==> src/verilog/ce_pkg.sv <==
package ce_pkg;

	localparam int lanes = 2;
	localparam int pixel_w = 16;
	localparam int weight_w = 16;
	localparam int acc_w = 48;
	localparam int max_window = 8;

	// window length in beats with a legal range of 1 to max_window
	typedef logic [3:0] window_len_t;

	typedef enum logic
	{
		mode_conv = 1'b0,
		mode_pool = 1'b1
	} mode_t;

	// the pixel sits in the upper half of a convolution word
	typedef struct packed
	{
		logic signed [pixel_w-1:0] pixel;
		logic signed [weight_w-1:0] weight;
	} conv_word_t;

	typedef struct packed
	{
		logic signed [pixel_w-1:0] pixel_a;
		logic signed [pixel_w-1:0] pixel_b;
	} pool_word_t;

	// one lane word, read as pixel and weight or as a pair of pixels
	typedef union packed
	{
		conv_word_t conv;
		pool_word_t pool;
	} lane_word_u;

	typedef lane_word_u [lanes-1:0] lane_words_t;

	typedef logic signed [acc_w-1:0] acc_t;

	// per beat control, shared by every lane
	typedef struct packed
	{
		logic valid;
		logic first;
		logic last;
		mode_t mode;
	} beat_ctrl_t;

	typedef struct packed
	{
		logic done;
		acc_t value;
	} lane_out_t;

	// window close mark, mode and cascade lined up with the lane totals
	typedef struct packed
	{
		logic done;
		mode_t mode;
		acc_t cascade;
	} reduce_ctrl_t;

endpackage

==> src/verilog/ce_reduce.sv <==
`timescale 1ns/1ns

module ce_reduce
(
	input logic clk_5x,
	input logic rst,
	input ce_pkg::lane_out_t [ce_pkg::lanes-1:0] lane_outs,
	input ce_pkg::reduce_ctrl_t reduce_ctrl,
	output logic out_valid,
	output ce_pkg::acc_t result
);

	ce_pkg::acc_t lane_sum;
	ce_pkg::acc_t lane_max;

	// the cascade from the previous element is the starting value of the sum
	always_comb
	begin
		lane_sum = reduce_ctrl.cascade;
		for (int i = 0; i < ce_pkg::lanes; i++)
		begin
			lane_sum = lane_sum + lane_outs[i].value;
		end
	end

	always_comb
	begin
		lane_max = lane_outs[0].value;
		for (int i = 1; i < ce_pkg::lanes; i++)
		begin
			if (lane_outs[i].value > lane_max)
			begin
				lane_max = lane_outs[i].value;
			end
		end
	end

	always_ff @(posedge clk_5x)
	begin
		if (rst)
		begin
			out_valid <= 1'b0;
		end
		else
		begin
			out_valid <= reduce_ctrl.done;
		end
	end

	// result holds its value until the next window closes
	always_ff @(posedge clk_5x)
	begin
		if (reduce_ctrl.done)
		begin
			if (reduce_ctrl.mode == ce_pkg::mode_conv)
			begin
				result <= lane_sum;
			end
			else
			begin
				result <= lane_max;
			end
		end
	end

endmodule

==> config.mk <==
export PLATFORM = sky130hd
export DESIGN_NAME = ce_reduce
export DESIGN_NICKNAME = d
export VERILOG_FILES = /design/src/verilog/ce_pkg.sv /design/src/verilog/ce_reduce.sv
export SDC_FILE = /design/constraint.sdc
export NUM_CORES = 1
export LEC_CHECK = 0
export BUFFER_PORTS_ARGS = -buffer_cell sky130_fd_sc_hd__buf_2
export CORE_ASPECT_RATIO = 1.5
export CORE_UTILIZATION = 50
export CTS_BUF_LIST = sky130_fd_sc_hd__clkbuf_8 sky130_fd_sc_hd__clkbuf_16
export DETAILED_ROUTE_END_ITERATION = 16
export PLACE_DENSITY = 0.86
export SYNTH_ARGS = -nofsm -noshare
export SYNTH_HDL_FRONTEND = slang
export SYNTH_SLANG_ARGS = --single-unit
==> constraint.sdc <==
create_clock -name clk_5x -period 3.2 [get_ports clk_5x]
set_clock_uncertainty 0.15 [all_clocks]
set_input_delay 0.16 -clock clk_5x [delete_from_list [all_inputs] [get_ports clk_5x]]
set_output_delay 0.16 -clock clk_5x [all_outputs]
set_load 0.03 [all_outputs]
==> run_results.csv <==
group,metric,value,unit
timing,fin_ws,-0.1483,ns
route,ant_nets,0,
power,p_per_area,465.5,nW/um2
yosys,synth_seq_cells,49,
yosys,synth_top_area_share,0.1979,
timing,fin_crit_sh,1.046,
timing,slew_viol_final,0,
route,dr.pass1.iters,5,
critical_path,cpMaxStageDelayCell,"fa_1",
timing,tightest_slew,0.7512,ns
grt,grt_usage,0.3114,
cells_and_area,area_delta_synth_final,38.88,%
clock_network,clk_path_buf_depth,2,
timing,holdWs,0.07225,ns
timing,fmax,298.7,MHz
yosys,synthTopCellsByCount,"ha_1 (94), a21oi_1 (92), inv_1 (66), nand2_1 (61), mux2i_1 (55)",
yosys,yosysMostFrequentCell,"ha_1",
critical_path,crit_family,"compound AO/OA/AOI/OAI gates",
clock_network,cts_tree,"yes",
floorplan,die_height,149.8,um
route,drtIter0Drc,378,
critical_path,cp_common_cell,"inv_1",
grt,grt_max_degree,34,
grt,grt_pass1_vias,7953,
yosys,synthCells,801,
floorplan,die_w,100.5,um
critical_path,path_cells,"buf_2, inv_1, fa_1, inv_1, ha_2, inv_2, fa_2, nor2b_2, o31a_1, o211ai_1, a211o_1, o41a_1, o31ai_1, a21oi_1, xor2_1, mux2i_1",
timing,hold_viol,0,
yosys,syn_area,7283,um2
status,failed_checks,"negative setup slack",
power,peakVddDrop,0.2770,mV
place,dp_hpwl,19410,um
timing,finalSetupViolations,5,
yosys,synth_edf_count,48,
clock_network,cts_htree_levels,2,
timing,period_minus_slack,3.348,ns
cells_and_area,drive_gt1_frac,0.3599,
floorplan,dieArea,15060,um2
yosys,yosysUniqueCellTypes,64,
critical_path,critPathRequiredTime,3.08,ns
yosys,ys_async_sr_fraction,0,
grt,gr-total-overflow,0,
yosys,synth_top_area_cell,"edfxtp_1",
place,port_buffers,196,
yosys,syn_nets,1093,
yosys,avgSynthCellArea,9.093,um2
cells_and_area,final_cells,1335,
clock_network,path_clk_slew,0.08,ns
critical_path,criticalPathCategory,"in2reg",
floorplan,io-pin-count,199,
yosys,yosysSeqAreaShare,0.2007,
timing,maxSlewHeadroom,0.4992,
floorplan,rows,53,
clock_network,cts_root_buf,"clkbuf_16",
floorplan,core,14120,um2
yosys,synth-main-ff-cell,"edfxtp_1",
clock_network,cts.sinks,49,
job,max_cap_viol_count,0,
cells_and_area,layout.nets,1433,
critical_path,crit_path_end_kind,"register",
power,leakage,0.005006,uW
route,viasPerCell,5.849,
place,dp_slack,-0.4260,ns
place,gp_congestion,0.9209,
critical_path,critPathBufInv,4,
critical_path,path_max_fanout,3,
route,routed_wl,24110,um
route,vias,7809,
route,drc,0,
status,status,"finished, violations left",
grt,grt_pass1_wl,36540,um
timing,rsz0062_at_grt,"true",
grt,antenna_found_initial,0,
hold_path,hold_class,"in2reg",
route,drt-wirelength-per-cell,18.06,um
critical_path,max_stage_delay,0.42,ns
critical_path,crit_path_start_kind,"input pin",
floorplan,start_util,0.5156,
yosys,synth_area_leaders,"edfxtp_1 (20%), ha_1 (16%), fa_1 (13%)",
place,dpl.cell_count,1311,
critical_path,crit_arrival,3.22,ns
yosys,yosys_warnings,0,
clock_network,cts-buffers-inserted,5,
[cell usage in the layout, fill, tap and decap left out, types with 20 or more instances in the layout]
cell	n
nand2_1	61
nor2_1	38
a21o_1	27
mux2i_1	53
ha_1	92
inv_1	65
edfxtp_1	48
a21oi_1	84
o21ai_0	20
xnor2_1	29
nand3_1	27
buf_4	155
buf_2	195
fa_1	46
[layout make-up]
cell class / instances / area (um2)
fill: 999 / 4010
clock buffer: 7 / 152.6
tap: 192 / 240.2
antenna: 1 / 2.502
timing repair buffer: 360 / 2308
sequential: 49 / 1461
multi-input combinational: 659 / 5697
inverter: 66 / 247.7
clock inverter: 1 / 5.005
[logic make-up after synthesis]
group,synth area share
xor+xnor,0.05411
compound gates,0.2034
mux,0.07559
fa+ha+maj,0.2934
buf+inv,0.04999
flops,0.2007
simple gates,0.1228
[final timing paths]
path              slack, ns  depth (start not counted)          start         end
setup / recovery      -0.15                         16  lane_outs[49]  result[25]
hold / removal         0.07                          3  lane_outs[86]  result[37]
[sequential cells by signal (all words and copies together), names as in the netlist]
| register | flops |
|---|---|
| result | 48 |
| out_valid | 1 |
[per-layer routing]
| metal | vias to the layer above | GRT usage | part of all wire |
|---|---|---|---|
| met3 | 116 | 0.03036 | 0.051 |
| li1 | 3636 | - | - |
| met5 | - | 0 | 0 |
| met2 | 378 | 0.5897 | 0.54 |
| met1 | 3679 | 0.3264 | 0.35 |
| met4 | 0 | 0.1862 | 0.060 |
[per-stage QoR]
step / total power, uW / util / TNS [ns] / cell area [um2]
6_report: 4708 / 0.7161 / -0.3652 / 10110
5_1_grt: 4994 / 0.7159 / -2.850 / 10110
4_1_cts: 4479 / 0.6927 / -0.004651 / 9784
3_5_place_dp: 3849 / 0.6774 / -9.036 / 9568
3_3_place_gp: 3772 / 0.6774 / -6.413 / 9568
2_1_floorplan: 2738 / - / -0.05771 / 7300
[power breakdown]
part	switching, uW	internal, uW
Clock	275	333
Combinational	1760	1410
Sequential	39.5	891
[timing repair]
| item | 4_1_cts | 5_1_grt |
|---|---|---|
| setup buffers | 5 | 8 |
| hold endpoints to repair | 1 | 0 |
| setup endpoints to repair | 6 | 41 |
| pin swaps | 5 | 23 |
| hold buffers | 1 | 0 |
| cloned | 0 | 2 |
| resized for setup | 4 | 48 |
No activity file was read; power rests on OpenSTA's default activity.
