--- src/verilog/ce_pkg.sv ---
package ce_pkg;

	localparam int lanes = 2;
	localparam int pixel_w = 16;
	localparam int weight_w = 16;
	localparam int acc_w = 48;
	localparam int max_window = 8;

	// window length in beats with a legal range of 1 to max_window
	typedef logic [3:0] window_len_t;

	typedef enum logic
	{
		mode_conv = 1'b0,
		mode_pool = 1'b1
	} mode_t;

	// the pixel sits in the upper half of a convolution word
	typedef struct packed
	{
		logic signed [pixel_w-1:0] pixel;
		logic signed [weight_w-1:0] weight;
	} conv_word_t;

	typedef struct packed
	{
		logic signed [pixel_w-1:0] pixel_a;
		logic signed [pixel_w-1:0] pixel_b;
	} pool_word_t;

	// one lane word, read as pixel and weight or as a pair of pixels
	typedef union packed
	{
		conv_word_t conv;
		pool_word_t pool;
	} lane_word_u;

	typedef lane_word_u [lanes-1:0] lane_words_t;

	typedef logic signed [acc_w-1:0] acc_t;

	// per beat control, shared by every lane
	typedef struct packed
	{
		logic valid;
		logic first;
		logic last;
		mode_t mode;
	} beat_ctrl_t;

	typedef struct packed
	{
		logic done;
		acc_t value;
	} lane_out_t;

	// window close mark, mode and cascade lined up with the lane totals
	typedef struct packed
	{
		logic done;
		mode_t mode;
		acc_t cascade;
	} reduce_ctrl_t;

endpackage

--- src/verilog/ce_window_ctrl.sv ---
`timescale 1ns/1ns

module ce_window_ctrl
(
	input logic clk_5x,
	input logic rst,
	input logic new_map,
	input ce_pkg::mode_t mode,
	input ce_pkg::window_len_t window_len,
	input logic in_valid,
	input ce_pkg::acc_t cascade_in,
	output ce_pkg::beat_ctrl_t beat_ctrl,
	output ce_pkg::reduce_ctrl_t reduce_ctrl
);

	ce_pkg::mode_t mode_reg;
	ce_pkg::window_len_t len_reg;
	logic [$clog2(ce_pkg::max_window)-1:0] beat_cnt;
	logic last_beat;

	logic done_d1;
	logic done_d2;
	ce_pkg::mode_t mode_d1;
	ce_pkg::mode_t mode_d2;
	ce_pkg::acc_t cascade_d1;
	ce_pkg::acc_t cascade_d2;

	always_ff @(posedge clk_5x)
	begin
		if (rst)
		begin
			mode_reg <= ce_pkg::mode_conv;
			len_reg <= 4'd4;
		end
		else if (new_map)
		begin
			mode_reg <= mode;
			len_reg <= window_len;
		end
	end

	// beat_cnt is the position of the next beat inside its window
	always_ff @(posedge clk_5x)
	begin
		if (rst || new_map)
		begin
			beat_cnt <= '0;
		end
		else if (in_valid)
		begin
			if (last_beat)
			begin
				beat_cnt <= '0;
			end
			else
			begin
				beat_cnt <= beat_cnt + 1'b1;
			end
		end
	end

	assign last_beat = ({1'b0, beat_cnt} == (len_reg - 4'd1));

	assign beat_ctrl.valid = in_valid;
	assign beat_ctrl.first = in_valid && (beat_cnt == '0);
	assign beat_ctrl.last = in_valid && last_beat;
	assign beat_ctrl.mode = mode_reg;

	// two stages to match the product register and the accumulator in each lane
	always_ff @(posedge clk_5x)
	begin
		if (rst)
		begin
			done_d1 <= 1'b0;
			done_d2 <= 1'b0;
			mode_d1 <= ce_pkg::mode_conv;
			mode_d2 <= ce_pkg::mode_conv;
		end
		else
		begin
			done_d1 <= in_valid && last_beat;
			done_d2 <= done_d1;
			mode_d1 <= mode_reg;
			mode_d2 <= mode_d1;
		end
	end

	// cascade is taken with the last beat of a window and held until the next one
	always_ff @(posedge clk_5x)
	begin
		if (in_valid && last_beat)
		begin
			cascade_d1 <= cascade_in;
		end
		if (done_d1)
		begin
			cascade_d2 <= cascade_d1;
		end
	end

	assign reduce_ctrl.done = done_d2;
	assign reduce_ctrl.mode = mode_d2;
	assign reduce_ctrl.cascade = cascade_d2;

endmodule

--- config.mk ---
export PLATFORM = sky130hd
export DESIGN_NAME = ce_window_ctrl
export DESIGN_NICKNAME = d
export VERILOG_FILES = /design/src/verilog/ce_pkg.sv /design/src/verilog/ce_window_ctrl.sv
export SDC_FILE = /design/constraint.sdc
export NUM_CORES = 1
export LEC_CHECK = 0
export ABC_AREA = 1
export BUFFER_PORTS_ARGS = -buffer_cell sky130_fd_sc_hd__buf_2
export CAP_MARGIN = 10
export CORE_ASPECT_RATIO = 0.7
export CORE_MARGIN = 4
export CORE_UTILIZATION = 45
export DETAILED_ROUTE_END_ITERATION = 6
export PLACE_DENSITY = 0.74
export SYNTH_ARGS = -nofsm -noshare
export SYNTH_HDL_FRONTEND = slang
export SYNTH_SLANG_ARGS = --single-unit
--- constraint.sdc ---
create_clock -name clk_5x -period 2.35 [get_ports clk_5x]
set_input_delay 0.1175 -clock clk_5x [delete_from_list [all_inputs] [get_ports clk_5x]]
set_output_delay 0.1175 -clock clk_5x [all_outputs]
set_load 0.05 [all_outputs]
==> reports/results.txt <==
Tmin final -> 2.01 ns
initial drt markers -> 72
Worst Hold End -> mode_reg$_SDFFE_PP0P_
Pins Over Slew Limit -> 0
Crit Path Category -> register to output port
Setup TNS -> 0 ns
relative slew slack -> 62.9%
WL final -> 6.42 mm
most common cell after layout, fill and taps aside -> buf_2
DR WL met3 -> 525 um
Final Net Count -> 407
Crit Reg-Reg Startpoint -> len_reg[0]$_SDFFE_PP0P_
Worst-path clk slew -> 0.10 ns
global route overflow -> 0
DRC -> 0
Syn-to-layout area delta -> 40.8%
IO Port Bufs -> 110
antenna violations before repair -> 0
period utilization -> 85.4%
flops & latches, synth -> 108
Die ar. -> 9190 um^2
max-cap violation count -> 0
critical path capture point type -> output port
clock sinks -> 108
first-pass GRT wire length -> 9.86 mm
Final Util -> 66.1%
worst hold path depth -> 3
Root Driver -> clkbuf_8
status -> finished, final reports clean
Num CTS Buffers -> 9
synthesized area -> 3470 um^2
synth warn -> 0
Seq/Total Area, Yosys -> 90.1%
Starting Density -> 46.9%
largest net degree at the start of global routing -> 29
Filler cells -> 536
Routed Antenna Nets -> 0
Worst EP required -> 2.23 ns
hold_sp -> mode
Fin. Hold Viols -> 0
R2R Path End -> cascade_d1[41]$_DFFE_PP_
worst vdd ir -> 0.351 mV
layout cell share with drive strength beyond 1 -> 39.3%
final setup vio count -> 0
DR WL met2 -> 3.13 mm
worst-margin pin slew -> 0.557 ns
Worst Hold Class -> input port to register
pre-CTS setup slack -> 0.403 ns
worst skew pair latency -> 0.35 ns
final setup margin -> 0.342 ns
total power -> 3.40 mW
Power Dens Cells -> 697 nW/um^2
DR vias/cell -> 4.37
Placer Congestion -> 0.773
Total GRT Usage -> 14.6%
crit path launch type -> register
Pre-antenna DRT Iters -> 4
H-tree levels -> 3
CP Data Arrival Time -> 1.89 ns
DRT met1 WL -> 2.68 mm
Lkg Pwr -> 1.89 nW
I/O pin cnt -> 111
worst-case clock skew -> 0.0106 ns
r2r setup slk -> 0.43 ns
CTS tree -> done
die width -> 113 um
RSZ-0062 raised after global routing -> no
top layer in use -> met4
worst r2r path cells -> 9
Via Count -> 1963
diode count -> 0
DP HPWL -> 4.06 mm
Yosys cell types -> 19
f_max -> 498 MHz
Die Height -> 81.4 um
most frequent cells in the layout -> buf_2 (109), edfxtp_1 (96), dlygate4sd3_1 (50)
Core ar. -> 7380 um^2
clk buf depth -> 2
vias in the first global route -> 1963
Syn Nets -> 233
routed length per placed instance -> 14.3 um
Syn Inst Count -> 173
CP Max Fanout -> 6
Cell Rows -> 26
synthesized area per cell -> 20.0 um^2
==> Yosys cell counts (all sizes together) <==
master | instances | area [um^2]
xor2 | 1 | 8.76
nand2 | 14 | 57.6
dfxtp | 12 | 240
nor2 | 16 | 62.6
nand3 | 3 | 15.0
a211oi | 4 | 30.0
ha | 3 | 37.5
a21oi | 1 | 5.00
buf | 5 | 35.0
xnor2 | 2 | 17.5
nor3 | 1 | 10.0
edfxtp | 96 | 2880
inv | 13 | 48.8
o21ai | 1 | 5.00
mux2i | 1 | 10.0
==> through the flow <==
step | instance area, um^2 | instances | hold slack (ns)
2_1_floorplan | 3470 | 173 | 0.216
3_3_place_gp | 4160 | 380 | 0.294
3_5_place_dp | 4160 | 380 | 0.296
4_1_cts | 4850 | 445 | 0.0113
5_1_grt | 4880 | 449 | 0.0252
6_report | 4880 | 449 | 0.0377
==> worst max-delay path by stage <==
stage	from	slack, ns	to
after floorplan	len_reg[0]$_SDFFE_PP0P_	0.08	cascade_d1[0]$_DFFE_PP_
after global placement	len_reg[0]$_SDFFE_PP0P_	0.47	cascade_d1[42]$_DFFE_PP_
after detailed placement	len_reg[0]$_SDFFE_PP0P_	0.40	cascade_d1[2]$_DFFE_PP_
after CTS	len_reg[0]$_SDFFE_PP0P_	0.11	beat_ctrl[1]
after global routing	len_reg[0]$_SDFFE_PP0P_	0.19	beat_ctrl[1]
final	len_reg[0]$_SDFFE_PP0P_	0.34	beat_ctrl[1]
==> cell families after synthesis <==
| group | after synthesis | synth area share [%] |
|---|---|---|
| flops | 108 | 90.1 |
| simple gates | 34 | 4.19 |
| buf+inv | 18 | 2.42 |
| compound gates | 6 | 1.15 |
| xor+xnor | 3 | 0.758 |
| fa+ha+maj | 3 | 1.08 |
| mux | 1 | 0.289 |
==> cell type report <==
| type | count | area (um^2) | share of cell area [%] |
|---|---|---|---|
| clock inverter | 5 | 53.8 | 1.10 |
| sequential | 108 | 3120 | 64.0 |
| inverter | 13 | 52.6 | 1.08 |
| tap | 98 | 123 | 2.51 |
| multi-input combinational | 47 | 259 | 5.31 |
| clock buffer | 10 | 128 | 2.62 |
| timing repair buffer | 168 | 1140 | 23.3 |
==> report_power, final <==
group	switching, mW	total (mW)	internal [mW]
registers	0.0134	2.12	2.11
clock network	0.568	1.05	0.482
logic	0.109	0.227	0.118
total	0.691	3.40	2.71
==> worst max-delay path, stage by stage, from the launching register on <==
cell	delay, ns
dfxtp_1	0.37
inv_1	0.09
ha_1	0.31
nand2_1	0.07
nand2_1	0.05
nor3_2	0.16
nand2_2	0.11
clkinvlp_4	0.14
clkbuf_4	0.24
==> repair_timing <==
| item | CTS | global route |
|---|---|---|
| setup endpoints to repair | 0 | 1 |
| hold buffers | 50 | 0 |
| gates resized for setup | 0 | 1 |
| hold endpoints to repair | 49 | 0 |
| buffers inserted | 0 | 4 |
==> per-layer routing <==
| metal | vias to the layer above | global-route usage, % |
|---|---|---|
| li1 | 971 | - |
| met1 | 910 | 17.5 |
| met2 | 75 | 24.1 |
| met3 | 7 | 5.74 |
| met4 | 0 | 5.64 |
| met5 | - | 0 |
Power figures use the tool's default switching activity.
