$ cat src/verilog/ce_pkg.sv
package ce_pkg;

	localparam int lanes = 2;
	localparam int pixel_w = 16;
	localparam int weight_w = 16;
	localparam int acc_w = 48;
	localparam int max_window = 8;

	// window length in beats with a legal range of 1 to max_window
	typedef logic [3:0] window_len_t;

	typedef enum logic
	{
		mode_conv = 1'b0,
		mode_pool = 1'b1
	} mode_t;

	// the pixel sits in the upper half of a convolution word
	typedef struct packed
	{
		logic signed [pixel_w-1:0] pixel;
		logic signed [weight_w-1:0] weight;
	} conv_word_t;

	typedef struct packed
	{
		logic signed [pixel_w-1:0] pixel_a;
		logic signed [pixel_w-1:0] pixel_b;
	} pool_word_t;

	// one lane word, read as pixel and weight or as a pair of pixels
	typedef union packed
	{
		conv_word_t conv;
		pool_word_t pool;
	} lane_word_u;

	typedef lane_word_u [lanes-1:0] lane_words_t;

	typedef logic signed [acc_w-1:0] acc_t;

	// per beat control, shared by every lane
	typedef struct packed
	{
		logic valid;
		logic first;
		logic last;
		mode_t mode;
	} beat_ctrl_t;

	typedef struct packed
	{
		logic done;
		acc_t value;
	} lane_out_t;

	// window close mark, mode and cascade lined up with the lane totals
	typedef struct packed
	{
		logic done;
		mode_t mode;
		acc_t cascade;
	} reduce_ctrl_t;

endpackage

$ cat src/verilog/ce_lane.sv
`timescale 1ns/1ns

module ce_lane
(
	input logic clk_5x,
	input logic rst,
	input ce_pkg::beat_ctrl_t beat_ctrl,
	input ce_pkg::lane_word_u word,
	output ce_pkg::lane_out_t lane_out
);

	logic signed [ce_pkg::pixel_w+ce_pkg::weight_w-1:0] product;
	logic signed [ce_pkg::pixel_w-1:0] pair_max;

	ce_pkg::acc_t term;
	logic term_valid;
	logic term_first;
	logic term_last;
	ce_pkg::mode_t term_mode;

	ce_pkg::acc_t acc;
	logic acc_done;

	// full 32 bit product, so no rounding before the accumulator
	assign product = word.conv.pixel * word.conv.weight;

	assign pair_max = (word.pool.pixel_a > word.pool.pixel_b) ?
		word.pool.pixel_a : word.pool.pixel_b;

	always_ff @(posedge clk_5x)
	begin
		if (rst)
		begin
			term_valid <= 1'b0;
			term_first <= 1'b0;
			term_last <= 1'b0;
			term_mode <= ce_pkg::mode_conv;
		end
		else
		begin
			term_valid <= beat_ctrl.valid;
			term_first <= beat_ctrl.first;
			term_last <= beat_ctrl.last;
			term_mode <= beat_ctrl.mode;
		end
	end

	always_ff @(posedge clk_5x)
	begin
		if (beat_ctrl.valid)
		begin
			if (beat_ctrl.mode == ce_pkg::mode_conv)
			begin
				term <= ce_pkg::acc_t'(product);
			end
			else
			begin
				term <= ce_pkg::acc_t'(pair_max);
			end
		end
	end

	// a first beat loads, so no clear is needed between windows
	always_ff @(posedge clk_5x)
	begin
		if (term_valid)
		begin
			if (term_first)
			begin
				acc <= term;
			end
			else if (term_mode == ce_pkg::mode_conv)
			begin
				acc <= acc + term;
			end
			else if (term > acc)
			begin
				acc <= term;
			end
		end
	end

	always_ff @(posedge clk_5x)
	begin
		if (rst)
		begin
			acc_done <= 1'b0;
		end
		else
		begin
			acc_done <= term_last;
		end
	end

	assign lane_out.done = acc_done;
	assign lane_out.value = acc;

endmodule

$ cat config.mk
export PLATFORM = sky130hd
export DESIGN_NAME = ce_lane
export DESIGN_NICKNAME = d
export VERILOG_FILES = /design/src/verilog/ce_pkg.sv /design/src/verilog/ce_lane.sv
export SDC_FILE = /design/constraint.sdc
export NUM_CORES = 1
export LEC_CHECK = 0
export BUFFER_PORTS_ARGS = -buffer_cell sky130_fd_sc_hd__buf_2
export CORE_MARGIN = 2
export CORE_UTILIZATION = 37
export DETAILED_ROUTE_END_ITERATION = 16
export GPL_TIMING_DRIVEN = 0
export PLACE_DENSITY_LB_ADDON = 0.1
export SETUP_SLACK_MARGIN = 0.3
export SLEW_MARGIN = 10
export SYNTH_ARGS = -nofsm -noshare
export SYNTH_HDL_FRONTEND = slang
export SYNTH_SLANG_ARGS = --single-unit
export TNS_END_PERCENT = 5
$ cat constraint.sdc
create_clock -name clk_5x -period 16.4 [get_ports clk_5x]
set_input_delay 3.28 -clock clk_5x [delete_from_list [all_inputs] [get_ports clk_5x]]
set_output_delay 3.28 -clock clk_5x [all_outputs]
set_load 0.02 [all_outputs]
==> metrics.txt, run 1 <==
# TYPE chip_impl_metric gauge
chip_impl_metric{name="grt_pass1_wl",unit="um"} 82500
chip_impl_metric{name="relSlewSlack",unit=""} 0.418
chip_impl_metric{name="r2r.worst_path.cells",unit=""} 13
chip_impl_metric{name="hold_violations_final",unit=""} 0
chip_impl_metric{name="dr_total_vias",unit=""} 13412
chip_impl_metric{name="cts_buffers",unit=""} 9
chip_impl_metric{name="area_delta_synth_final",unit="%"} 8.98
chip_impl_metric{name="min_period_over_period",unit=""} 0.614
chip_impl_info{name="critical_path.most_common_cell",value="sky130_fd_sc_hd__fa_1"} 1
chip_impl_metric{name="postCtsSetupRepairBufs",unit=""} 0
chip_impl_metric{name="path_max_fanout",unit=""} 10
chip_impl_info{name="min-delay-path-class",value="reg2reg"} 1
chip_impl_metric{name="async_flop_share",unit=""} 0
chip_impl_metric{name="post-synth-top-area-fraction",unit=""} 0.300
chip_impl_info{name="cts_root_buf",value="sky130_fd_sc_hd__clkbuf_16"} 1
chip_impl_metric{name="final_cells",unit=""} 2691
chip_impl_metric{name="die_width",unit="um"} 222
chip_impl_info{name="synth_top_cells_by_area",value="sky130_fd_sc_hd__fa_1, sky130_fd_sc_hd__ha_1, sky130_fd_sc_hd__edfxtp_1, sky130_fd_sc_hd__inv_1, sky130_fd_sc_hd__and2_1"} 1
chip_impl_metric{name="cp_slowest_stage_delay",unit="ns"} 0.66
chip_impl_metric{name="floorplan.die.height",unit="um"} 222
chip_impl_metric{name="average_wire_length_per_cell_after_detail_routing",unit="um"} 18.9
chip_impl_metric{name="post-dp-hpwl",unit="um"} 42800
chip_impl_metric{name="n_antenna_cell",unit=""} 0
chip_impl_metric{name="maxCapViolCount",unit=""} 0
chip_impl_metric{name="setup_tns",unit="ns"} 0
chip_impl_metric{name="achievable-frequency",unit="MHz"} 99.3
chip_impl_metric{name="postRouteWirelength",unit="um"} 50900
chip_impl_metric{name="global_route.usage.total",unit=""} 0.215
chip_impl_metric{name="synth_area_per_cell",unit="um^2"} 8.89
chip_impl_metric{name="grt_antenna_before_repair",unit=""} 0
chip_impl_metric{name="nNetsFinal",unit=""} 2589
chip_impl_metric{name="clockBufferDepth",unit=""} 2
chip_impl_metric{name="core_area",unit="um^2"} 46800
chip_impl_metric{name="postSynthCellCount",unit=""} 1976
chip_impl_metric{name="holdBufCountCts",unit=""} 0
chip_impl_metric{name="measured_slew_at_the_worst_slew_check_pin",unit="ns"} 0.873
chip_impl_info{name="critPathKind",value="in2reg"} 1
chip_impl_metric{name="setup_viol",unit=""} 0
chip_impl_metric{name="path_clk_slew",unit="ns"} 0.07
chip_impl_metric{name="timing.clock.skew",unit="ns"} 0.0127
chip_impl_metric{name="timing.critical_path.required",unit="ns"} 16.50
chip_impl_metric{name="first_pass_iters",unit=""} 4
chip_impl_info{name="top_flip_flop_cell_by_instance_count_after_synthesis",value="sky130_fd_sc_hd__edfxtp_1"} 1
chip_impl_metric{name="synthDistinctLibCells",unit=""} 65
chip_impl_metric{name="synth_sequential_area_ratio",unit=""} 0.142
chip_impl_metric{name="synth_seq_cells",unit=""} 85
chip_impl_metric{name="synth-edff-count",unit=""} 80
chip_impl_info{name="rsz_0062_raised_after_global_routing",value="no"} 1
chip_impl_info{name="startpoint_type",value="input pin"} 1
chip_impl_metric{name="report.final.slew_viol_count",unit=""} 0
chip_impl_info{name="outcome",value="complete, no violations"} 1
chip_impl_metric{name="floorplan.rows",unit=""} 79
chip_impl_metric{name="yosys_warnings",unit=""} 0
chip_impl_metric{name="io_buffers",unit=""} 85
chip_impl_metric{name="cts-htree-levels",unit=""} 3
chip_impl_metric{name="vias_per_cell",unit=""} 4.98
chip_impl_metric{name="ioPinCount",unit=""} 87
chip_impl_metric{name="place.detailed.instances",unit=""} 2674
chip_impl_metric{name="synth.net_count",unit=""} 2486
chip_impl_info{name="netlist.top_cell.by_area",value="sky130_fd_sc_hd__fa_1"} 1
chip_impl_metric{name="first_iter_violations",unit=""} 612
chip_impl_metric{name="starting_density_of_the_core",unit=""} 0.376
chip_impl_metric{name="hold_depth",unit=""} 1
chip_impl_info{name="cp_slowest_cell",value="sky130_fd_sc_hd__clkbuf_1"} 1
chip_impl_metric{name="dieArea",unit="um^2"} 49200
chip_impl_metric{name="cts_num_sinks",unit=""} 85
chip_impl_metric{name="grt_start_max_net_pins",unit=""} 35
chip_impl_info{name="most-common-layout-cells",value="sky130_fd_sc_hd__inv_1, sky130_fd_sc_hd__fa_1, sky130_fd_sc_hd__ha_1, sky130_fd_sc_hd__nand2_1, sky130_fd_sc_hd__a21oi_1"} 1
chip_impl_info{name="endpoint_kind",value="flop"} 1
chip_impl_metric{name="clock_latency",unit="ns"} 0.35
chip_impl_info{name="most_common_library_cell_in_the_layout_ignoring_fill_and_taps",value="sky130_fd_sc_hd__inv_1"} 1
chip_impl_info{name="tritoncts_clock_tree",value="done"} 1
chip_impl_metric{name="first_global_vias",unit=""} 14656
chip_impl_metric{name="gp_routability_congestion",unit=""} 0.892
chip_impl_metric{name="detail_route.drc_violations",unit=""} 0
chip_impl_metric{name="mappedNetlistArea",unit="um^2"} 17600
chip_impl_metric{name="final_period_minus_worst_setup_slack",unit="ns"} 10.07
chip_impl_metric{name="antenna_violating_nets_post_route",unit=""} 0
chip_impl_metric{name="layout-drive-gt1-share",unit=""} 0.0614
chip_impl_info{name="crit_chain",value="buf_2, clkbuf_1, nand2_1, fa_1, fa_1, fa_1, fa_1, inv_1, fa_1, inv_1, fa_1, inv_1, ha_1, a21o_1, a21oi_1, o21ai_0, a221o_1, o2111ai_1, a21oi_1, a41oi_1, nor2_1, a211o_1"} 1
chip_impl_metric{name="globalRoute.totalOverflow",unit=""} 0
chip_impl_metric{name="worstPathArrival",unit="ns"} 10.17
chip_impl_metric{name="cts_resized",unit=""} 0
-- layout make-up --
cell class / instances / area, um^2
Buffer: 71 / 274
Clock buffer: 12 / 300
Clock inverter: 4 / 31.3
Fill cell: 4791 / 27600
Inverter: 420 / 1580
Multi-Input combinational cell: 1400 / 13200
Sequential cell: 85 / 2500
Tap cell: 607 / 759
Timing Repair Buffer: 92 / 485
-- per-stage QoR --
stage	hold WS [ns]	utilization	cell area (um^2)	worst slack, ns
2_1_floorplan	0.414	-	17600	7.23
3_3_place_gp	0.433	0.401	18700	5.98
3_5_place_dp	0.457	0.402	18800	5.95
4_1_cts	0.471	0.409	19100	6.30
5_1_grt	0.490	0.409	19100	5.97
6_report	0.459	0.409	19100	6.33
-- synth_stat cells, types with 4 or more instances --
cell,instances
sky130_fd_sc_hd__a21o_1,28
sky130_fd_sc_hd__a21oi_1,118
sky130_fd_sc_hd__a31oi_1,10
sky130_fd_sc_hd__and2_1,104
sky130_fd_sc_hd__clkbuf_1,65
sky130_fd_sc_hd__dfxtp_1,5
sky130_fd_sc_hd__edfxtp_1,80
sky130_fd_sc_hd__fa_1,263
sky130_fd_sc_hd__ha_1,209
sky130_fd_sc_hd__inv_1,419
sky130_fd_sc_hd__mux2i_1,18
sky130_fd_sc_hd__nand2_1,171
sky130_fd_sc_hd__nand2b_1,14
sky130_fd_sc_hd__nand3_1,17
sky130_fd_sc_hd__nand4_1,19
sky130_fd_sc_hd__nor2_1,112
sky130_fd_sc_hd__nor2b_1,18
sky130_fd_sc_hd__nor3_1,12
sky130_fd_sc_hd__nor4_1,15
sky130_fd_sc_hd__o2111ai_1,4
sky130_fd_sc_hd__o211ai_1,6
sky130_fd_sc_hd__o21a_1,6
sky130_fd_sc_hd__o21ai_0,73
sky130_fd_sc_hd__o21ai_1,6
sky130_fd_sc_hd__o21bai_1,23
sky130_fd_sc_hd__o221ai_1,4
sky130_fd_sc_hd__o31ai_1,12
sky130_fd_sc_hd__or2_2,5
sky130_fd_sc_hd__or3_1,7
sky130_fd_sc_hd__xnor2_1,59
sky130_fd_sc_hd__xor2_1,15
-- metal layers --
layer  track usage  part of all wire
met1         0.288              0.47
met2         0.366              0.47
met3        0.0317             0.045
met4        0.0512             0.019
met5             0                 0
-- cells by family (layout without fill, tap and decap cells) --
group,count (synthesis),count (layout),share of synthesized area
and+or+nand+nor,510,510,0.141
muxes,18,18,0.0103
DFF,85,85,0.142
buffers and inverters,491,599,0.105
adders and majority gates,472,472,0.449
AOI/OAI and AO/OA,326,326,0.116
xor gates and xnor gates,74,74,0.0369
-- worst paths after layout --
| path | from | to | slack (ns) |
|---|---|---|---|
| max | word[26] | term[30] | 6.33 |
| min | term_last | acc_done | 0.46 |
| max reg2reg | term[46] | acc[30] | 11.00 |
| min reg2reg | term_last | acc_done | 0.46 |
-- sequential cells by signal (all words and copies together), names as in the netlist --
register / flops
acc: 48
acc_done: 1
term: 32
term_first: 1
term_last: 1
term_mode: 1
term_valid: 1
-- worst max-delay path, delay by kind of cell --
| family | cells | cell delay, ns |
|---|---|---|
| adders and majority gates | 7 | 3.41 |
| buffers and inverters | 5 | 1.11 |
| and+or+nand+nor | 2 | 0.24 |
| AOI/OAI and AO/OA | 8 | 2.13 |
Power of run 1 is left out: the tool's default activity adds up to more than one toggle a clock period on the data nets, which glitch-free logic cannot reach.
==> run 2, diff against run 1 <==
==> constraint.sdc (replaced) <==
create_clock -name clk_5x -period 8.45 [get_ports clk_5x]
set_input_delay 1.69 -clock clk_5x [delete_from_list [all_inputs] [get_ports clk_5x]]
set_output_delay 1.69 -clock clk_5x [all_outputs]
set_load 0.02 [all_outputs]
==> run 2 against run 1 <==
Routed wire length about the same. Cell area is 0.22% higher. Worst hold slack is essentially flat. Critical path depth increased by 1. Core utilization up 0.088 points. Setup slack lost 5.8 ns. Global-route usage unchanged. Via count rose by 0.64%.
==> metrics.txt, run 2 (synthesis gave the netlist of run 1 again) <==
# TYPE chip_impl_metric gauge
chip_impl_metric{name="dieArea",unit="um^2"} 49200
chip_impl_info{name="critPathKind",value="in2reg"} 1
chip_impl_metric{name="grt_antenna_before_repair",unit=""} 0
chip_impl_info{name="rsz_0062_raised_after_global_routing",value="yes"} 1
chip_impl_metric{name="r2r.worst_path.cells",unit=""} 13
chip_impl_info{name="tritoncts_clock_tree",value="done"} 1
chip_impl_info{name="startpoint_type",value="input pin"} 1
chip_impl_metric{name="core_area",unit="um^2"} 46800
chip_impl_metric{name="first_global_vias",unit=""} 14642
chip_impl_info{name="layout_top_registers",value="acc (48), term (32)"} 1
chip_impl_metric{name="floorplan.die.height",unit="um"} 222
chip_impl_metric{name="antenna_violating_nets_post_route",unit=""} 0
chip_impl_metric{name="area_delta_synth_final",unit="%"} 9.21
chip_impl_metric{name="place.detailed.instances",unit=""} 2674
chip_impl_metric{name="final_period_minus_worst_setup_slack",unit="ns"} 7.92
chip_impl_metric{name="hold_depth",unit=""} 1
chip_impl_info{name="r2r_end",value="acc[30]"} 1
chip_impl_metric{name="met2_usage",unit=""} 0.367
chip_impl_metric{name="global_route.usage.total",unit=""} 0.215
chip_impl_metric{name="maxCapViolCount",unit=""} 0
chip_impl_metric{name="first_pass_iters",unit=""} 5
chip_impl_metric{name="nNetsFinal",unit=""} 2589
chip_impl_metric{name="holdBufCountCts",unit=""} 0
chip_impl_metric{name="measured_slew_at_the_worst_slew_check_pin",unit="ns"} 0.864
chip_impl_metric{name="worstPathArrival",unit="ns"} 7.99
chip_impl_info{name="crit-reg2reg-launch",value="term[46]"} 1
chip_impl_metric{name="layout-drive-gt1-share",unit=""} 0.0720
chip_impl_info{name="outcome",value="complete, no violations"} 1
chip_impl_info{name="crit_chain",value="buf_2, buf_2, nand2_1, fa_1, fa_1, fa_1, fa_1, inv_1, fa_1, inv_1, fa_1, inv_1, ha_1, a21o_1, a21oi_1, nor2_1, a31oi_1, o21bai_1, o211ai_1, a21oi_1, o31ai_1, mux2i_1, nand3_1"} 1
chip_impl_metric{name="grt_pass1_wl",unit="um"} 82500
chip_impl_metric{name="postCtsSetupRepairBufs",unit=""} 0
chip_impl_metric{name="cp_slowest_stage_delay",unit="ns"} 0.58
chip_impl_metric{name="n_antenna_cell",unit=""} 0
chip_impl_metric{name="fin_area",unit="um^2"} 19200
chip_impl_metric{name="dr_total_vias",unit=""} 13498
chip_impl_metric{name="post-dp-hpwl",unit="um"} 42800
chip_impl_metric{name="globalRoute.totalOverflow",unit=""} 0
chip_impl_metric{name="relSlewSlack",unit=""} 0.424
chip_impl_metric{name="detail_route.drc_violations",unit=""} 0
chip_impl_metric{name="timing.final.ws_setup",unit="ns"} 0.531
chip_impl_info{name="most-common-layout-cells",value="sky130_fd_sc_hd__inv_1, sky130_fd_sc_hd__fa_1, sky130_fd_sc_hd__ha_1, sky130_fd_sc_hd__nand2_1, sky130_fd_sc_hd__a21oi_1"} 1
chip_impl_info{name="grt_most_used_layer",value="met2"} 1
chip_impl_info{name="min-delay-path-class",value="reg2reg"} 1
chip_impl_info{name="cts_root_buf",value="sky130_fd_sc_hd__clkbuf_16"} 1
chip_impl_metric{name="report.final.slew_viol_count",unit=""} 0
chip_impl_info{name="most_common_library_cell_in_the_layout_ignoring_fill_and_taps",value="sky130_fd_sc_hd__inv_1"} 1
chip_impl_info{name="critical_path.most_common_cell",value="sky130_fd_sc_hd__fa_1"} 1
chip_impl_metric{name="postRouteWirelength",unit="um"} 51000
chip_impl_metric{name="cts-htree-levels",unit=""} 3
chip_impl_metric{name="grt_start_max_net_pins",unit=""} 35
chip_impl_info{name="cp_slowest_cell",value="sky130_fd_sc_hd__fa_1"} 1
chip_impl_metric{name="clock_latency",unit="ns"} 0.35
chip_impl_info{name="endpoint_kind",value="flop"} 1
chip_impl_info{name="largest_register_by_flop_count",value="acc"} 1
chip_impl_metric{name="timing.critical_path.required",unit="ns"} 8.52
chip_impl_metric{name="largest_reg_flops",unit=""} 48
chip_impl_metric{name="global_route.usage.met1",unit=""} 0.288
chip_impl_metric{name="achievable-frequency",unit="MHz"} 126
chip_impl_metric{name="cts_buffers",unit=""} 9
chip_impl_metric{name="min_period_over_period",unit=""} 0.937
chip_impl_info{name="hold_path_startpoint",value="term_last"} 1
chip_impl_metric{name="io_buffers",unit=""} 85
chip_impl_metric{name="first_iter_violations",unit=""} 613
chip_impl_metric{name="floorplan.rows",unit=""} 79
chip_impl_metric{name="timing.clock.skew",unit="ns"} 0.0117
chip_impl_metric{name="clockBufferDepth",unit=""} 2
chip_impl_metric{name="average_wire_length_per_cell_after_detail_routing",unit="um"} 18.9
chip_impl_metric{name="ioPinCount",unit=""} 87
chip_impl_metric{name="die_width",unit="um"} 222
chip_impl_metric{name="placement.setup.worst_slack",unit="ns"} -0.412
chip_impl_metric{name="path_clk_slew",unit="ns"} 0.07
chip_impl_metric{name="setup_viol",unit=""} 0
chip_impl_metric{name="setup_tns",unit="ns"} 0
chip_impl_info{name="whs_endpoint",value="acc_done"} 1
chip_impl_metric{name="path_max_fanout",unit=""} 10
chip_impl_metric{name="gp_routability_congestion",unit=""} 0.892
chip_impl_metric{name="place_area",unit="um^2"} 18800
chip_impl_metric{name="hold_violations_final",unit=""} 0
chip_impl_metric{name="use_met3",unit=""} 0.0314
chip_impl_metric{name="vias_per_cell",unit=""} 5.02
chip_impl_metric{name="final_cells",unit=""} 2691
chip_impl_metric{name="rrSetupSlack",unit="ns"} 3.06
chip_impl_metric{name="cts_num_sinks",unit=""} 85
chip_impl_metric{name="starting_density_of_the_core",unit=""} 0.376
==> run 2: what timing repair did <==
item                                   4_1_cts  5_1_grt
endpoints found under the hold margin        0        0
setup endpoints to repair                    7        7
gates resized for setup                     14       24
pin swaps                                    0        2
==> run 2: worst max-delay path: cells and delay by family <==
| family | cells | cell delay (ns) |
|---|---|---|
| adders and majority gates | 7 | 3.45 |
| muxes | 1 | 0.22 |
| and+or+nand+nor | 3 | 0.30 |
| AOI/OAI and AO/OA | 7 | 1.54 |
| buffers and inverters | 5 | 0.79 |
==> run 2: worst max path at each step <==
| stage | endpoint | startpoint | slack (ns) | cells after the start |
|---|---|---|---|---|
| 2_1_floorplan | term[30] | word[23] | 0.87 | 22 |
| 3_3_place_gp | term[30] | word[24] | -0.38 | 22 |
| 3_5_place_dp | term[30] | word[24] | -0.41 | 22 |
| 6_report | term[46] | word[24] | 0.53 | 23 |
| 4_1_cts | term[30] | word[8] | 0.35 | 23 |
| 5_1_grt | term[46] | word[23] | 0.26 | 24 |
==> run 2: stage by stage <==
stage	hold slack [ns]	utilization
CTS	0.471	0.410
detailed placement	0.457	0.402
global placement	0.433	0.401
floorplan	0.414	-
finish	0.459	0.410
global route	0.490	0.410
==> run 2: area by class of cell <==
cell class                 instances  area (um^2)
inverter                         420         1580
sequential                        85         2500
tap                              607          759
buffer                            71          302
clock buffer                      12          300
timing repair buffer              92          485
multi-input combinational       1400        13200
fill                            4790        27600
clock inverter                     4         31.3
==> run 2: routing by layer <==
layer / share of wire / vias up
met5: 0 / -
met4: 0.018 / 0
met3: 0.046 / 44
met2: 0.47 / 284
met1: 0.47 / 6670
li1: - / 6500
Power of run 2 is left out for the same reason.
==> run 3, diff against run 2 <==
--- a/config.mk
+++ b/config.mk
@@ -7,7 +7,7 @@
 export LEC_CHECK = 0
 export BUFFER_PORTS_ARGS = -buffer_cell sky130_fd_sc_hd__buf_2
 export CORE_MARGIN = 2
-export CORE_UTILIZATION = 37
+export CORE_UTILIZATION = 59
 export DETAILED_ROUTE_END_ITERATION = 16
 export GPL_TIMING_DRIVEN = 0
 export PLACE_DENSITY_LB_ADDON = 0.1
==> constraint.sdc (replaced) <==
create_clock -name clk_5x -period 6.6 [get_ports clk_5x]
set_input_delay 1.32 -clock clk_5x [delete_from_list [all_inputs] [get_ports clk_5x]]
set_output_delay 1.32 -clock clk_5x [all_outputs]
set_load 0.02 [all_outputs]
==> run 3 against run 2 <==
The run now ends with negative setup slack left. Critical endpoint is now term[24]. Sequential share of layout area is 0.39 points lower. First-iteration DRC count is 62% higher. Cell count decreased by 7.5%. Largest cell class unchanged. Clock-buffer cell count decreased by 2.
==> metrics.txt, run 3 (synthesis gave the netlist of run 1 again) <==
# TYPE chip_impl_metric gauge
chip_impl_metric{name="grt_start_max_net_pins",unit=""} 35
chip_impl_metric{name="multi_input_area",unit="um^2"} 13500
chip_impl_metric{name="timing.final.ws_setup",unit="ns"} -0.292
chip_impl_metric{name="met3WireLength",unit="um"} 3320
chip_impl_metric{name="vias_per_cell",unit=""} 5.68
chip_impl_metric{name="dr_total_vias",unit=""} 14120
chip_impl_metric{name="r2r.worst_path.cells",unit=""} 15
chip_impl_metric{name="floorplan.die.height",unit="um"} 177
chip_impl_metric{name="clockBufferDepth",unit=""} 2
chip_impl_metric{name="area_delta_synth_final",unit="%"} 12.6
chip_impl_metric{name="n_antenna_cell",unit=""} 0
chip_impl_metric{name="seq_area",unit="um^2"} 2500
chip_impl_metric{name="largest_reg_flops",unit=""} 48
chip_impl_metric{name="maxCapViolCount",unit=""} 0
chip_impl_metric{name="report.final.slew_viol_count",unit=""} 0
chip_impl_metric{name="die_width",unit="um"} 177
chip_impl_metric{name="post-dp-hpwl",unit="um"} 38700
chip_impl_metric{name="globalRoute.totalOverflow",unit=""} 0
chip_impl_metric{name="first_pass_iters",unit=""} 5
chip_impl_metric{name="nNetsFinal",unit=""} 2603
chip_impl_metric{name="n_fill_cell",unit=""} 2485
chip_impl_info{name="rsz_0062_raised_after_global_routing",value="yes"} 1
chip_impl_info{name="most-common-layout-cells",value="sky130_fd_sc_hd__inv_1, sky130_fd_sc_hd__fa_1, sky130_fd_sc_hd__ha_1, sky130_fd_sc_hd__nand2_1"} 1
chip_impl_metric{name="postRouteWirelength",unit="um"} 47700
chip_impl_metric{name="starting_density_of_the_core",unit=""} 0.596
chip_impl_metric{name="worstPathArrival",unit="ns"} 6.96
chip_impl_info{name="min-delay-path-class",value="reg2reg"} 1
chip_impl_info{name="crit_path_launch",value="word[4]"} 1
chip_impl_info{name="crit_chain",value="buf_4, clkbuf_16, and2_4, fa_1, inv_1, fa_1, fa_1, inv_2, fa_1, fa_1, inv_1, fa_1, inv_1, ha_4, a21o_1, a21o_1, a221o_1, o2111ai_4, buf_4, a21oi_1, o21ai_1, mux2i_1, nand3_1"} 1
chip_impl_metric{name="hold_depth",unit=""} 1
chip_impl_metric{name="path_max_fanout",unit=""} 10
chip_impl_info{name="cts_root_buf",value="sky130_fd_sc_hd__clkbuf_16"} 1
chip_impl_metric{name="fin_area",unit="um^2"} 19800
chip_impl_info{name="critical_path.most_common_cell",value="sky130_fd_sc_hd__fa_1"} 1
chip_impl_metric{name="routedLengthMet1",unit="um"} 19800
chip_impl_info{name="layout_top_registers",value="acc (48), term (32)"} 1
chip_impl_metric{name="ioPinCount",unit=""} 87
chip_impl_metric{name="io_buffers",unit=""} 85
chip_impl_info{name="uppermost_routed_layer",value="met4"} 1
chip_impl_metric{name="first_global_vias",unit=""} 14687
chip_impl_info{name="r2r_end",value="acc[30]"} 1
chip_impl_metric{name="measured_slew_at_the_worst_slew_check_pin",unit="ns"} 0.849
chip_impl_metric{name="antenna_violating_nets_post_route",unit=""} 0
chip_impl_metric{name="dieArea",unit="um^2"} 31200
chip_impl_metric{name="timing.critical_path.required",unit="ns"} 6.67
chip_impl_info{name="crit-reg2reg-launch",value="term[46]"} 1
chip_impl_metric{name="cts_num_sinks",unit=""} 85
chip_impl_info{name="largest_register_by_flop_count",value="acc"} 1
chip_impl_metric{name="timing.clock.skew",unit="ns"} 0.0121
chip_impl_metric{name="gp_routability_congestion",unit=""} 0.980
chip_impl_info{name="outcome",value="complete, but fails checks"} 1
chip_impl_info{name="startpoint_type",value="input pin"} 1
chip_impl_info{name="most_common_library_cell_in_the_layout_ignoring_fill_and_taps",value="sky130_fd_sc_hd__inv_1"} 1
chip_impl_metric{name="min_period_over_period",unit=""} 1.04
chip_impl_info{name="critPathKind",value="in2reg"} 1
chip_impl_metric{name="path_clk_slew",unit="ns"} 0.07
chip_impl_metric{name="detailroute.wirelength.met2",unit="um"} 22200
chip_impl_info{name="cp_slowest_cell",value="sky130_fd_sc_hd__fa_1"} 1
chip_impl_metric{name="worst_hold_slack",unit="ns"} 0.465
chip_impl_metric{name="place_area",unit="um^2"} 18700
chip_impl_metric{name="global_route.usage.total",unit=""} 0.317
chip_impl_metric{name="layout-drive-gt1-share",unit=""} 0.114
chip_impl_metric{name="cp_slowest_stage_delay",unit="ns"} 0.55
chip_impl_metric{name="clock_latency",unit="ns"} 0.34
chip_impl_metric{name="core_area",unit="um^2"} 29500
chip_impl_info{name="failed_checks",value="negative setup slack"} 1
chip_impl_metric{name="relSlewSlack",unit=""} 0.431
chip_impl_metric{name="rrSetupSlack",unit="ns"} 1.46
chip_impl_metric{name="placement.setup.worst_slack",unit="ns"} -1.25
chip_impl_metric{name="holdBufCountCts",unit=""} 0
chip_impl_metric{name="grt_pass1_wl",unit="um"} 76200
chip_impl_metric{name="grt_antenna_before_repair",unit=""} 0
chip_impl_metric{name="floorplan.rows",unit=""} 63
chip_impl_metric{name="achievable-frequency",unit="MHz"} 145
chip_impl_metric{name="final_period_minus_worst_setup_slack",unit="ns"} 6.89
chip_impl_metric{name="cts-htree-levels",unit=""} 3
chip_impl_metric{name="average_wire_length_per_cell_after_detail_routing",unit="um"} 19.2
chip_impl_metric{name="first_iter_violations",unit=""} 993
chip_impl_metric{name="detail_route.drc_violations",unit=""} 0
chip_impl_info{name="whs_endpoint",value="acc_done"} 1
chip_impl_info{name="endpoint_kind",value="flop"} 1
chip_impl_metric{name="cts_buffers",unit=""} 9
chip_impl_info{name="tritoncts_clock_tree",value="done"} 1
chip_impl_metric{name="setup_viol",unit=""} 10
chip_impl_info{name="hold_path_startpoint",value="term_last"} 1
chip_impl_metric{name="hold_violations_final",unit=""} 0
chip_impl_metric{name="setup_tns",unit="ns"} -1.90
run 3: what timing repair did:
item / CTS / global route
endpoints found under the setup margin: 19 / 20
buffers inserted: 9 / 5
endpoints found under the hold margin: 0 / 0
pin swaps: 24 / 26
resized for setup: 114 / 42
run 3: cell type report:
class                   count  area share
multi-input cells        1400       0.684
flip-flops and latches     85       0.127
inverters                 420      0.0797
repair buffers            106      0.0353
plain buffers              71      0.0347
well taps                 390      0.0247
clock buffers              10      0.0116
clock inverters             6     0.00323
run 3: worst max-delay path, delay by kind of cell:
kind                     cells  cell delay (ns)
AO/OA/AOI/OAI                6             1.22
adder cells (fa/ha/maj)      7             3.26
buffers and inverters        7             0.71
multiplexers                 1             0.20
AND/OR/NAND/NOR              2             0.24
run 3: metal layers:
layer | track usage | vias up
li1 | - | 6525
met4 | 0.152 | 0
met5 | 0 | -
met3 | 0.0435 | 118
met2 | 0.530 | 568
met1 | 0.408 | 6909
run 3: how the worst max path moves through the flow:
stage / endpoint / slack (ns)
floorplan: term[46] / -0.06
finish: term[24] / -0.29
detailed placement: term[46] / -1.25
global route: term[46] / -0.47
global placement: acc[30] / -1.62
CTS: term[30] / -0.24
run 3: metrics by stage:
| stage | std cells | util |
|---|---|---|
| 2_1_floorplan | 1976 | - |
| 3_3_place_gp | 2451 | 0.634 |
| 3_5_place_dp | 2457 | 0.636 |
| 4_1_cts | 2482 | 0.665 |
| 5_1_grt | 2488 | 0.671 |
| 6_report | 2488 | 0.671 |
Power of run 3 is left out for the same reason.
